`src/source/frontEndPkg.sv`:
```
// ~~~~~~~~~~~~~~~~~~~~~~~~~~~~~~
// Front end package
// Widths, opcodes, ALU selects and the records passed
// between fetch, instruction queue and decode
// ~~~~~~~~~~~~~~~~~~~~~~~~~~~~~~
package frontEndPkg;

   // ~~~~~~~~~~~~~~~~~~~~~~~~~~~~~~
   // Vector types
   // ~~~~~~~~~~~~~~~~~~~~~~~~~~~~~~
   typedef logic [15:0] dataWord;     // Instr, address or reg data
   typedef logic [2:0]  regIdx;       // One of eight registers
   typedef logic [4:0]  opcodeField;  // Instr bits 15..11
   typedef logic [3:0]  aluOpCode;    // Op select for execute
   typedef logic [1:0]  queuePtr;     // Slot index into the queue
   typedef logic [2:0]  queueCount;   // Occupancy, 0..QueueDepth

   // ~~~~~~~~~~~~~~~~~~~~~~~~~~~~~~
   // Opcodes
   // ~~~~~~~~~~~~~~~~~~~~~~~~~~~~~~
   localparam opcodeField OpHalt  = 5'b00000;
   localparam opcodeField OpNop   = 5'b00001;
   localparam opcodeField OpJ     = 5'b00100;
   localparam opcodeField OpJr    = 5'b00101;
   localparam opcodeField OpJal   = 5'b00110;
   localparam opcodeField OpAddi  = 5'b01000;
   localparam opcodeField OpSubi  = 5'b01001;
   localparam opcodeField OpXori  = 5'b01010;
   localparam opcodeField OpAndni = 5'b01011;
   localparam opcodeField OpBeqz  = 5'b01100;
   localparam opcodeField OpBnez  = 5'b01101;
   localparam opcodeField OpSt    = 5'b10000;
   localparam opcodeField OpLd    = 5'b10001;
   localparam opcodeField OpLbi   = 5'b11000;
   localparam opcodeField OpRType = 5'b11011;

   // ALU selects, low four match R-format funct
   localparam aluOpCode AluAdd   = 4'h0;
   localparam aluOpCode AluSub   = 4'h1;
   localparam aluOpCode AluXor   = 4'h2;
   localparam aluOpCode AluAndn  = 4'h3;
   localparam aluOpCode AluPassA = 4'h4;  // Rs through, branch test
   localparam aluOpCode AluPassB = 4'h5;  // Immediate through, LBI

   localparam int      QueueDepth = 4;
   localparam dataWord ResetPc    = 16'h0000;
   localparam regIdx   LinkReg    = 3'd7;  // JAL return address

   // ~~~~~~~~~~~~~~~~~~~~~~~~~~~~~~
   // Pipeline records
   // ~~~~~~~~~~~~~~~~~~~~~~~~~~~~~~
   typedef struct packed {
      dataWord pc;
      dataWord pcPlus2;
      dataWord instr;
   } fetchPacket;                          // 48 bits

   typedef struct packed {
      logic     halt;
      logic     nop;
      logic     jal;
      logic     jr;
      logic     jump;                      // J, JR and JAL
      logic     branch;                    // BEQZ and BNEZ
      logic     memToReg;
      logic     memRead;
      logic     memWrite;
      logic     aluSrc;                    // Immediate as operand B
      logic     regWrite;
      aluOpCode aluOp;
   } ctrlBundle;

   typedef struct packed {
      dataWord   pc;
      dataWord   pcPlus2;
      ctrlBundle ctrl;
      dataWord   immed;
      dataWord   rsData;
      dataWord   rtData;
      regIdx     wrReg;
   } decodedInstr;

   typedef enum logic {
      FetchRun,
      FetchHalted
   } fetchState;

endpackage

```
`src/source/controlUnit.sv`:
```
// ~~~~~~~~~~~~~~~~~~~~~~~~~~~~~~
// Control unit
// Turns opcode and R-format funct bits into the
// control bundle carried to execute
// ~~~~~~~~~~~~~~~~~~~~~~~~~~~~~~
module controlUnit import frontEndPkg::*; (
   input  dataWord   instr,
   output ctrlBundle ctrl
);

   opcodeField opcode;

   assign opcode = instr[15:11];

   always_comb begin
      ctrl       = '0;                        // All flags low by default
      ctrl.aluOp = AluAdd;
      case (opcode)
         OpHalt: ctrl.halt = 1'b1;
         OpNop:  ctrl.nop  = 1'b1;
         OpJ: begin
            ctrl.jump = 1'b1;
         end
         OpJr: begin
            ctrl.jump = 1'b1;
            ctrl.jr   = 1'b1;                 // Target from rs
         end
         OpJal: begin
            ctrl.jump     = 1'b1;
            ctrl.jal      = 1'b1;
            ctrl.regWrite = 1'b1;             // Link into r7
         end
         OpAddi, OpSubi, OpXori, OpAndni: begin
            ctrl.aluSrc   = 1'b1;
            ctrl.regWrite = 1'b1;
            ctrl.aluOp    = {2'b00, opcode[1:0]};  // Same order as funct
         end
         OpBeqz, OpBnez: begin
            ctrl.branch = 1'b1;
            ctrl.aluOp  = AluPassA;           // Rs tested against zero
         end
         OpSt: begin
            ctrl.memWrite = 1'b1;
            ctrl.aluSrc   = 1'b1;             // Base plus offset
         end
         OpLd: begin
            ctrl.memRead  = 1'b1;
            ctrl.memToReg = 1'b1;
            ctrl.aluSrc   = 1'b1;
            ctrl.regWrite = 1'b1;
         end
         OpLbi: begin
            ctrl.aluSrc   = 1'b1;
            ctrl.regWrite = 1'b1;
            ctrl.aluOp    = AluPassB;         // Immediate straight out
         end
         OpRType: begin
            ctrl.regWrite = 1'b1;
            ctrl.aluOp    = {2'b00, instr[1:0]};  // Funct picks the op
         end
         default: ctrl.nop = 1'b1;            // Unknown opcode
      endcase
   end

endmodule

```
`src/source/decodeStage.sv`:
```
// ~~~~~~~~~~~~~~~~~~~~~~~~~~~~~~
// Decode stage
// Pops packets, reads registers, extends immediates,
// resolves branches and jumps and registers the record
// handed to execute
// ~~~~~~~~~~~~~~~~~~~~~~~~~~~~~~
module decodeStage import frontEndPkg::*; (
   input  logic        clk,
   input  logic        rst,
   input  logic        popValid,
   input  fetchPacket  popPkt,
   output logic        popReady,
   output logic        redirect,
   output dataWord     redirectPc,
   output logic        haltSeen,
   output logic        decValid,
   output decodedInstr decInstr,
   input  logic        exReady,
   input  logic        wbEn,
   input  regIdx       wbReg,
   input  dataWord     wbData
);

   dataWord     instr;
   opcodeField  opcode;
   ctrlBundle   ctrl;
   dataWord     rsData;
   dataWord     rtData;
   dataWord     immed;
   regIdx       wrReg;
   logic        pop;
   logic        taken;
   logic        haltLatched;
   decodedInstr nextRec;

   assign instr  = popPkt.instr;
   assign opcode = instr[15:11];

   controlUnit iCtrl (
      .instr (instr),
      .ctrl  (ctrl)
   );

   regFile iRegs (
      .clk    (clk),
      .rst    (rst),
      .rsSel  (instr[10:8]),
      .rtSel  (instr[7:5]),
      .rsData (rsData),
      .rtData (rtData),
      .wrEn   (wbEn),                         // Writeback from outside
      .wrSel  (wbReg),
      .wrData (wbData)
   );

   // ~~~~~~~~~~~~~~~~~~~~~~~~~~~~~~
   // Handshake
   // ~~~~~~~~~~~~~~~~~~~~~~~~~~~~~~
   assign popReady = ~haltLatched & (~decValid | exReady);  // Output slot frees up
   assign pop      = popValid & popReady;

   always_comb begin
      if (opcode == OpRType)    wrReg = instr[4:2];
      else if (ctrl.jal)        wrReg = LinkReg;
      else if (opcode == OpLbi) wrReg = instr[10:8];
      else                      wrReg = instr[7:5];
   end

   always_comb begin
      case (opcode)
         OpAddi, OpSubi, OpSt, OpLd:  immed = {{11{instr[4]}}, instr[4:0]};
         OpXori, OpAndni:             immed = {11'b0, instr[4:0]};  // Logical ops
         OpBeqz, OpBnez, OpJr, OpLbi: immed = {{8{instr[7]}}, instr[7:0]};
         OpJ, OpJal:                  immed = {{5{instr[10]}}, instr[10:0]};
         default:                     immed = '0;
      endcase
   end

   // Branch and jump resolution
   assign taken      = (opcode == OpBeqz) ? (rsData == '0) : (rsData != '0);
   assign redirect   = pop & (ctrl.jump | (ctrl.branch & taken));
   assign redirectPc = ctrl.jr ? (rsData + immed) : (popPkt.pcPlus2 + immed);
   assign haltSeen   = pop & ctrl.halt;

   always_comb begin
      nextRec.pc      = popPkt.pc;
      nextRec.pcPlus2 = popPkt.pcPlus2;
      nextRec.ctrl    = ctrl;
      nextRec.immed   = immed;
      nextRec.rsData  = rsData;
      nextRec.rtData  = rtData;
      nextRec.wrReg   = wrReg;
   end

   // ~~~~~~~~~~~~~~~~~~~~~~~~~~~~~~
   // Output register
   // ~~~~~~~~~~~~~~~~~~~~~~~~~~~~~~
   always_ff @(posedge clk) begin
      if (rst) begin
         decValid    <= 1'b0;
         haltLatched <= 1'b0;
      end else begin
         if (pop) begin
            decValid <= 1'b1;
         end else if (exReady) begin
            decValid <= 1'b0;                 // Record taken, nothing behind
         end
         if (haltSeen) begin
            haltLatched <= 1'b1;              // No more pops until reset
         end
      end
   end

   always_ff @(posedge clk) begin
      if (pop) begin
         decInstr <= nextRec;
      end
   end

endmodule

```
`src/source/fetchUnit.sv`:
```
// ~~~~~~~~~~~~~~~~~~~~~~~~~~~~~~
// Fetch unit
// Holds the pc, reads instruction memory and pushes
// fetch packets into the queue until HALT is decoded
// ~~~~~~~~~~~~~~~~~~~~~~~~~~~~~~
module fetchUnit import frontEndPkg::*; (
   input  logic       clk,
   input  logic       rst,
   output dataWord    imemAddr,
   input  dataWord    imemData,
   output logic       pushValid,
   output fetchPacket pushPkt,
   input  logic       pushReady,
   input  logic       redirect,
   input  dataWord    redirectPc,
   input  logic       haltSeen,
   output logic       halted
);

   fetchState state;
   dataWord   pc;
   dataWord   pcPlus2;
   logic      pushFire;

   assign pcPlus2   = pc + 16'd2;
   assign imemAddr  = pc;                     // Memory answers same cycle
   assign pushValid = (state == FetchRun);    // Offer a packet every run cycle
   assign halted    = (state == FetchHalted);
   assign pushFire  = pushValid & pushReady;

   always_comb begin
      pushPkt.pc      = pc;
      pushPkt.pcPlus2 = pcPlus2;
      pushPkt.instr   = imemData;
   end

   always_ff @(posedge clk) begin
      if (rst) begin
         state <= FetchRun;
         pc    <= ResetPc;
      end else begin
         case (state)
            FetchRun: begin
               if (haltSeen) begin
                  state <= FetchHalted;       // Pc stays frozen
               end else if (redirect) begin
                  pc <= redirectPc;           // Wins over sequential step
               end else if (pushFire) begin
                  pc <= pcPlus2;
               end
            end
            FetchHalted: state <= FetchHalted;  // Only reset leaves
            default:     state <= FetchRun;
         endcase
      end
   end

endmodule

```
`src/source/frontEnd.sv`:
```
// ~~~~~~~~~~~~~~~~~~~~~~~~~~~~~~
// Front end top
// Fetch unit, instruction queue and decode stage
// joined by valid/ready links
// ~~~~~~~~~~~~~~~~~~~~~~~~~~~~~~
module frontEnd import frontEndPkg::*; (
   input  logic        clk,
   input  logic        rst,
   output dataWord     imemAddr,
   input  dataWord     imemData,
   output logic        decValid,
   output decodedInstr decInstr,
   input  logic        exReady,
   input  logic        wbEn,
   input  regIdx       wbReg,
   input  dataWord     wbData,
   output logic        halted
);

   logic       pushValid;
   fetchPacket pushPkt;
   logic       pushReady;
   logic       popValid;
   fetchPacket popPkt;
   logic       popReady;
   logic       redirect;                      // Also flushes the queue
   dataWord    redirectPc;
   logic       haltSeen;

   fetchUnit iFetch (
      .clk        (clk),
      .rst        (rst),
      .imemAddr   (imemAddr),
      .imemData   (imemData),
      .pushValid  (pushValid),
      .pushPkt    (pushPkt),
      .pushReady  (pushReady),
      .redirect   (redirect),
      .redirectPc (redirectPc),
      .haltSeen   (haltSeen),
      .halted     (halted)
   );

   instrQueue iQueue (
      .clk       (clk),
      .rst       (rst),
      .flush     (redirect),
      .pushValid (pushValid),
      .pushPkt   (pushPkt),
      .pushReady (pushReady),
      .popValid  (popValid),
      .popPkt    (popPkt),
      .popReady  (popReady)
   );

   decodeStage iDecode (
      .clk        (clk),
      .rst        (rst),
      .popValid   (popValid),
      .popPkt     (popPkt),
      .popReady   (popReady),
      .redirect   (redirect),
      .redirectPc (redirectPc),
      .haltSeen   (haltSeen),
      .decValid   (decValid),
      .decInstr   (decInstr),
      .exReady    (exReady),
      .wbEn       (wbEn),
      .wbReg      (wbReg),
      .wbData     (wbData)
   );

endmodule

```
`src/source/instrQueue.sv`:
```
// ~~~~~~~~~~~~~~~~~~~~~~~~~~~~~~
// Instruction queue
// Circular FIFO of fetch packets between fetch and
// decode, emptied by a redirect flush
// ~~~~~~~~~~~~~~~~~~~~~~~~~~~~~~
module instrQueue import frontEndPkg::*; (
   input  logic       clk,
   input  logic       rst,
   input  logic       flush,
   input  logic       pushValid,
   input  fetchPacket pushPkt,
   output logic       pushReady,
   output logic       popValid,
   output fetchPacket popPkt,
   input  logic       popReady
);

   fetchPacket slots [QueueDepth];
   queuePtr    wrPtr;
   queuePtr    rdPtr;
   queueCount  count;
   logic       doPush;
   logic       doPop;

   assign pushReady = (count != queueCount'(QueueDepth));  // Not full
   assign popValid  = (count != '0);                       // Not empty
   assign popPkt    = slots[rdPtr];                        // Head of queue

   // Flush drops the push and the pop of its edge
   assign doPush = pushValid & pushReady & ~flush;
   assign doPop  = popValid & popReady & ~flush;

   // ~~~~~~~~~~~~~~~~~~~~~~~~~~~~~~
   // Pointers and occupancy
   // ~~~~~~~~~~~~~~~~~~~~~~~~~~~~~~
   always_ff @(posedge clk) begin
      if (rst || flush) begin
         wrPtr <= '0;
         rdPtr <= '0;
         count <= '0;
      end else begin
         if (doPush) begin
            wrPtr <= wrPtr + 2'd1;            // Wraps at depth 4
         end
         if (doPop) begin
            rdPtr <= rdPtr + 2'd1;
         end
         count <= count + queueCount'(doPush) - queueCount'(doPop);
      end
   end

   // Packet storage
   always_ff @(posedge clk) begin
      if (doPush) begin
         slots[wrPtr] <= pushPkt;
      end
   end

endmodule

```
`src/source/regFile.sv`:
```
// ~~~~~~~~~~~~~~~~~~~~~~~~~~~~~~
// Register file
// Eight 16-bit registers, two read ports, one write
// port, write data bypassed to the reads
// ~~~~~~~~~~~~~~~~~~~~~~~~~~~~~~
module regFile import frontEndPkg::*; (
   input  logic    clk,
   input  logic    rst,
   input  regIdx   rsSel,
   input  regIdx   rtSel,
   output dataWord rsData,
   output dataWord rtData,
   input  logic    wrEn,
   input  regIdx   wrSel,
   input  dataWord wrData
);

   dataWord regs [2**$bits(regIdx)];

   always_ff @(posedge clk) begin
      if (rst) begin
         for (int i = 0; i < 2**$bits(regIdx); i++) begin
            regs[i] <= '0;
         end
      end else if (wrEn) begin
         regs[wrSel] <= wrData;
      end
   end

   // Same-cycle write shows up on the read
   assign rsData = (wrEn && (wrSel == rsSel)) ? wrData : regs[rsSel];
   assign rtData = (wrEn && (wrSel == rtSel)) ? wrData : regs[rtSel];

endmodule

```
`config.mk`:
```
export PLATFORM = sky130hd
export DESIGN_NAME = frontEnd
export DESIGN_NICKNAME = d
export VERILOG_FILES = /design/src/source/frontEndPkg.sv /design/src/source/controlUnit.sv /design/src/source/decodeStage.sv /design/src/source/fetchUnit.sv /design/src/source/frontEnd.sv /design/src/source/instrQueue.sv /design/src/source/regFile.sv
export SDC_FILE = /design/constraint.sdc
export NUM_CORES = 1
export LEC_CHECK = 0
export ABC_AREA = 1
export BUFFER_PORTS_ARGS = -buffer_cell sky130_fd_sc_hd__buf_2
export CAP_MARGIN = 20
export CORE_ASPECT_RATIO = 1.5
export CORE_UTILIZATION = 55
export DETAILED_ROUTE_END_ITERATION = 8
export PLACE_DENSITY = 0.85
export REMOVE_ABC_BUFFERS = 1
export SLEW_MARGIN = 20
export SYNTH_ARGS = -nofsm -noshare
export SYNTH_HDL_FRONTEND = slang
export SYNTH_SLANG_ARGS = --single-unit
```
`constraint.sdc`:
```
create_clock -name clk -period 4.2 [get_ports clk]
set_input_delay 0.42 -clock clk [delete_from_list [all_inputs] [get_ports clk]]
set_output_delay 0.42 -clock clk [all_outputs]
set_load 0.01 [all_outputs]
```
==> flow_metrics.py, run 1 <==
metrics = {
    "synthesis": {
        "syn_area_sq_mm": 0.02030,
        "synth_top_cells_by_area": "edfxtp_1 (60%), nand2_1 (5.5%), nor2_1 (5.5%)",
        "synth_flop_cell": "edfxtp_1",
        "yosysMostFrequentCell": "edfxtp_1",
        "synth-xor-area-share_pct": 1.294,
        "synth_edf_count": 406,
        "synth-simple-area-share_pct": 18.13,
        "synth_top_area_share_pct": 60.05,
        "synth_commonest_cells": "edfxtp_1 (406), nand2_1 (297), nor2_1 (297), o21ai_0 (175), inv_1 (159)",
        "synth_top_area_cell": "edfxtp_1",
        "synth_cell_type_count": 45,
        "synth_seq_area_share_pct": 62.81,
        "synth_mux_area_share_pct": 0,
        "synth_top_family_by_area": "simple AND/OR/NAND/NOR gates",
        "yosysWarnings": 0,
        "synth_fa_ha_area_share_pct": 1.553,
        "syn_avg_cell_area_sq_um": 10.17,
        "synth-compound-area-share_pct": 9.787,
        "async_reset_ff_share_pct": 0,
        "synth_cells": 1996,
        "ys_ff_latch": 434,
    },
    "timing": {
        "maxSlewHeadroom_pct": 40.24,
        "skew_ps": 14.11,
        "tightestPinTransition_ps": 896.4,
        "setup_viol": 0,
        "period_share_pct": 94.86,
        "fmax_ghz": 0.2510,
        "hold_viol": 0,
        "finalMaxSlewViolations": 0,
        "setup_tns_ps": 0,
        "fin_crit_ps": 3984,
    },
    "grt": {
        "antenna_found_initial": 2,
        "grt_use_total_pct": 29.68,
        "gr-total-overflow": 0,
        "grt_max_degree": 69,
        "grt_pass1_wl_um": 85340,
        "first_global_vias": 15970,
    },
    "drt": {
        "drt_iter0_markers": 1897,
        "drt_pass1_iterations": 7,
        "drtAntennaViolNets": 0,
        "wl_per_cell_um": 20.92,
        "viasPerCell": 5.950,
        "drt-total-wl_um": 56750,
        "vias": 16140,
        "drc": 0,
    },
    "critical_path": {
        "crit_path_end_kind": "flip-flop",
        "cpPeakStageDelay_ps": 410,
        "cp.arrival_ps": 4430,
        "cp_max_fo": 21,
        "startpoint_type": "flip-flop",
        "crit_type": "reg2reg",
        "crit_slowest_cell": "fa_1",
        "crit_required_ps": 4650,
        "path_common_cell": "nand2_1",
    },
    "cts": {
        "h-tree-depth": 2,
        "numCtsBuffers": 38,
        "clk_latency_ps": 550,
        "hold_buffers": 0,
        "cts-root-buf": "clkbuf_16",
        "cts_sinks": 434,
        "cts.path.max_buffers": 3,
        "tritoncts": "done",
        "path_clk_slew_ps": 70,
    },
    "job": {
        "cap_violations": 0,
    },
    "placed_design": {
        "place_hpwl_um": 38300,
        "place.port_buffers": 153,
        "gp_congestion": 0.9711,
    },
    "die": {
        "placementRows": 85,
        "die_width_um": 158.9,
        "initial_core_util_pct": 56.15,
        "io-pin-count": 155,
        "die_area_sq_mm": 0.03770,
        "core_sq_mm": 0.03616,
        "fp.dieH_um": 237.3,
    },
    "outcome": {
        "status": "complete, no violations",
    },
    "min_path": {
        "hp-class": "in2reg",
    },
    "cells_and_area": {
        "finalNetCount": 2269,
        "syn2layout_area_growth_pct": 16.20,
        "layout-drive-gt1-share_pct": 17.86,
    },
}
registers in the layout, indices dropped and copies added, names as in the netlist, named ones only:
register	count
iQueue.wrPtr	2
iDecode.haltLatched	1
iDecode.iRegs.regs	128
iQueue.slots	188
iDecode.decInstr	90
iQueue.rdPtr	2
iDecode.decValid	1
iFetch.imemAddr	16
iFetch.halted	1
iQueue.count	3
critical path: cells and delay by family, from the launching register on:
| family | cells | cell delay, ps |
|---|---|---|
| DFF | 1 | 400 |
| xor gates and xnor gates | 2 | 370 |
| adders and majority gates | 3 | 890 |
| buffers and inverters | 3 | 390 |
| and+or+nand+nor | 17 | 1830 |
through the flow:
stage	utilization, %	setup WS, ps	instance area [sq um]	cells	hold WS (ps)
CTS	64.64	6.832	23370	2705	66.25
global placement	61.25	-33.99	22150	2637	447.8
global route	65.24	-27.61	23590	2713	70.33
detailed placement	61.25	-31.35	22150	2637	462.7
floorplan	-	-4228	19700	1883	430.1
finish	65.24	215.7	23590	2713	84.72
kinds of logic after synthesis:
group / count (synthesis)
DFF: 434
buffers and inverters: 299
and+or+nand+nor: 838
other: 1
AOI/OAI and AO/OA: 370
adders and majority gates: 24
xor gates and xnor gates: 30
timing repair:
item	CTS	global route
pin swaps	0	9
buffers inserted	0	5
gates resized for setup	1	42
setup endpoints to repair	2	11
cloned	0	2
metal layers:
metal	up-vias	track usage, %	share of wire (%)
met2	1065	53.47	51
met5	-	0	0.019
met3	296	4.641	8.8
met4	2	21.04	7.6
li1	7291	-	-
met1	7487	31.70	32
layout by cell type, fill, tap and decap left out, types with 26 or more instances in the layout:
| master | netlist | routed |
|---|---|---|
| o22ai_1 | 34 | 34 |
| a21oi_1 | 119 | 119 |
| inv_1 | 159 | 155 |
| nand3b_1 | 51 | 51 |
| buf_4 | 17 | 112 |
| nand3_1 | 155 | 153 |
| nand2_1 | 297 | 290 |
| clkbuf_16 | 0 | 41 |
| nor2_1 | 297 | 290 |
| buf_2 | 18 | 153 |
| o21ai_0 | 175 | 170 |
| edfxtp_1 | 406 | 406 |
| dfxtp_1 | 28 | 26 |
area by class of cell:
cell class | instances | area [sq um]
diodes | 1 | 2.502
clock buffers | 49 | 1033
clock inverters | 19 | 190.2
fillers | 2670 | 12570
inverters | 186 | 713.2
multi-input cells | 1263 | 6380
flip-flops and latches | 434 | 12760
well taps | 478 | 598.1
repair buffers | 283 | 1916
worst paths after layout:
kind / from / to / slack, ps / cells after the start
min: imemData[0] / iQueue.slots[1][0] / 80 / 1
max: flip-flop / iQueue.count[2] / 220 / 25
max reg2reg: flip-flop / iQueue.count[2] / 220 / 25
min reg2reg: iDecode.haltLatched / iDecode.haltLatched / 490 / 2
Power of run 1 is not shown: default switching activity piles up to over one toggle a cycle in this logic, so the estimate is an artifact.
==> run 2: changes to the inputs <==
- CORE_ASPECT_RATIO: 1.5 -> default
==> flow_metrics.py, run 2 (synthesis gave the netlist of run 1 again) <==
metrics = {
    "critical_path": {
        "crit_required_ps": 4640,
        "r2r_cells": 27,
        "crit_type": "reg2reg",
        "cpPeakStageDelay_ps": 390,
        "crit_path_end_kind": "flip-flop",
        "crit_slowest_cell": "fa_2",
        "cp_max_fo": 9,
        "path_common_cell": "nand2_1",
        "startpoint_type": "flip-flop",
        "cp.arrival_ps": 4450,
    },
    "cells_and_area": {
        "fin_area_sq_mm": 0.02377,
        "syn2layout_area_growth_pct": 17.06,
        "top_register": "iQueue.slots",
        "layout_common_cells": "edfxtp_1 (406), nor2_1 (290), nand2_1 (290)",
        "seqCellArea_sq_mm": 0.01276,
        "fillCellCount": 2667,
        "final_common_cell": "edfxtp_1",
        "multiInputGateArea_sq_mm": 0.006417,
        "largest_reg_flops": 188,
        "finalNetCount": 2263,
        "layout-drive-gt1-share_pct": 17.82,
        "largestRegisters": "iQueue.slots x188, iDecode.iRegs.regs x128, iDecode.decInstr x90",
    },
    "drt": {
        "drt-total-wl_um": 59070,
        "wl_per_cell_um": 21.85,
        "vias": 16540,
        "drt_iter0_markers": 2277,
        "drt_pass1_iterations": 7,
        "viasPerCell": 6.118,
        "drtAntennaViolNets": 0,
        "drc": 0,
    },
    "timing": {
        "fmax_ghz": 0.2498,
        "period_share_pct": 95.33,
        "hold_ws_ps": 87.18,
        "maxSlewHeadroom_pct": 31.44,
        "setup_viol": 0,
        "fin_crit_ps": 4004,
        "finalMaxSlewViolations": 0,
        "tightestPinTransition_ps": 1028,
        "hold_viol": 0,
        "skew_ps": 22.13,
    },
    "cts": {
        "clk_latency_ps": 560,
        "path_clk_slew_ps": 60,
        "cts_sinks": 434,
        "h-tree-depth": 2,
        "hold_buffers": 0,
        "cts-root-buf": "clkbuf_16",
        "tritoncts": "done",
        "cts.path.max_buffers": 3,
        "numCtsBuffers": 44,
    },
    "min_path": {
        "hp-start": "rst",
        "hold_depth": 2,
        "hp-class": "in2reg",
    },
    "die": {
        "initial_core_util_pct": 55.72,
        "die_area_sq_mm": 0.03768,
        "io-pin-count": 155,
        "core_sq_mm": 0.03643,
        "fp.dieH_um": 194.1,
        "placementRows": 70,
        "die_width_um": 194.1,
    },
    "grt": {
        "antenna_found_initial": 1,
        "grt_pass1_wl_um": 88750,
        "first_global_vias": 15870,
        "grt_max_degree": 89,
        "grt_use_total_pct": 30.82,
        "gr-total-overflow": 0,
    },
    "placed_design": {
        "place_hpwl_um": 37770,
        "place.port_buffers": 153,
        "place_area_sq_mm": 0.02205,
        "gp_congestion": 0.9636,
    },
    "job": {
        "cap_violations": 0,
    },
    "outcome": {
        "status": "complete, no violations",
    },
}
-- run 2: cell type report --
| type | instances | area share, % |
|---|---|---|
| timing repair buffer | 271 | 7.723 |
| clock buffer | 56 | 4.949 |
| clock inverter | 24 | 1.200 |
| sequential | 434 | 53.67 |
| multi-input combinational | 1263 | 27.00 |
| inverter | 186 | 2.980 |
| tap | 468 | 2.464 |
| antenna | 1 | 0.01053 |
-- run 2: repair_timing --
item,CTS,global route
setup endpoints to repair,0,50
gates resized for setup,0,50
buffers inserted,0,5
hold endpoints to repair,0,0
-- run 2: worst paths after layout --
path	slack, ps	end
min	90	iDecode.haltLatched
max reg2reg	200	iQueue.count[2]
min reg2reg	460	iDecode.haltLatched
max	200	iQueue.count[2]
-- run 2: critical path, delay by kind of cell (launching register included) --
kind	cells	cell delay, ps
XOR/XNOR	2	320
AND/OR/NAND/NOR	18	1860
adder cells (fa/ha/maj)	3	890
flip-flops	1	370
buffers and inverters	4	460
-- run 2: through the flow --
stage | utilization, % | instances | setup TNS, ps | setup WS, ps
after global routing | 65.23 | 2703 | -20.80 | -20.80
final | 65.23 | 2703 | 0 | 196.2
after CTS | 64.54 | 2696 | 0 | 32.56
after detailed placement | 60.53 | 2616 | 0 | 81.74
after global placement | 60.53 | 2616 | 0 | 204.2
after floorplan | - | 1883 | -909120 | -4228
-- run 2: layer usage --
layer	global-route usage, %	up-vias	routed length [um]
li1	-	7280	-
met1	41.58	7822	22140
met2	48.12	1213	26850
met3	5.810	223	7098
met4	15.34	0	2979
met5	0	-	0
Power of run 2 is left out for the same reason.
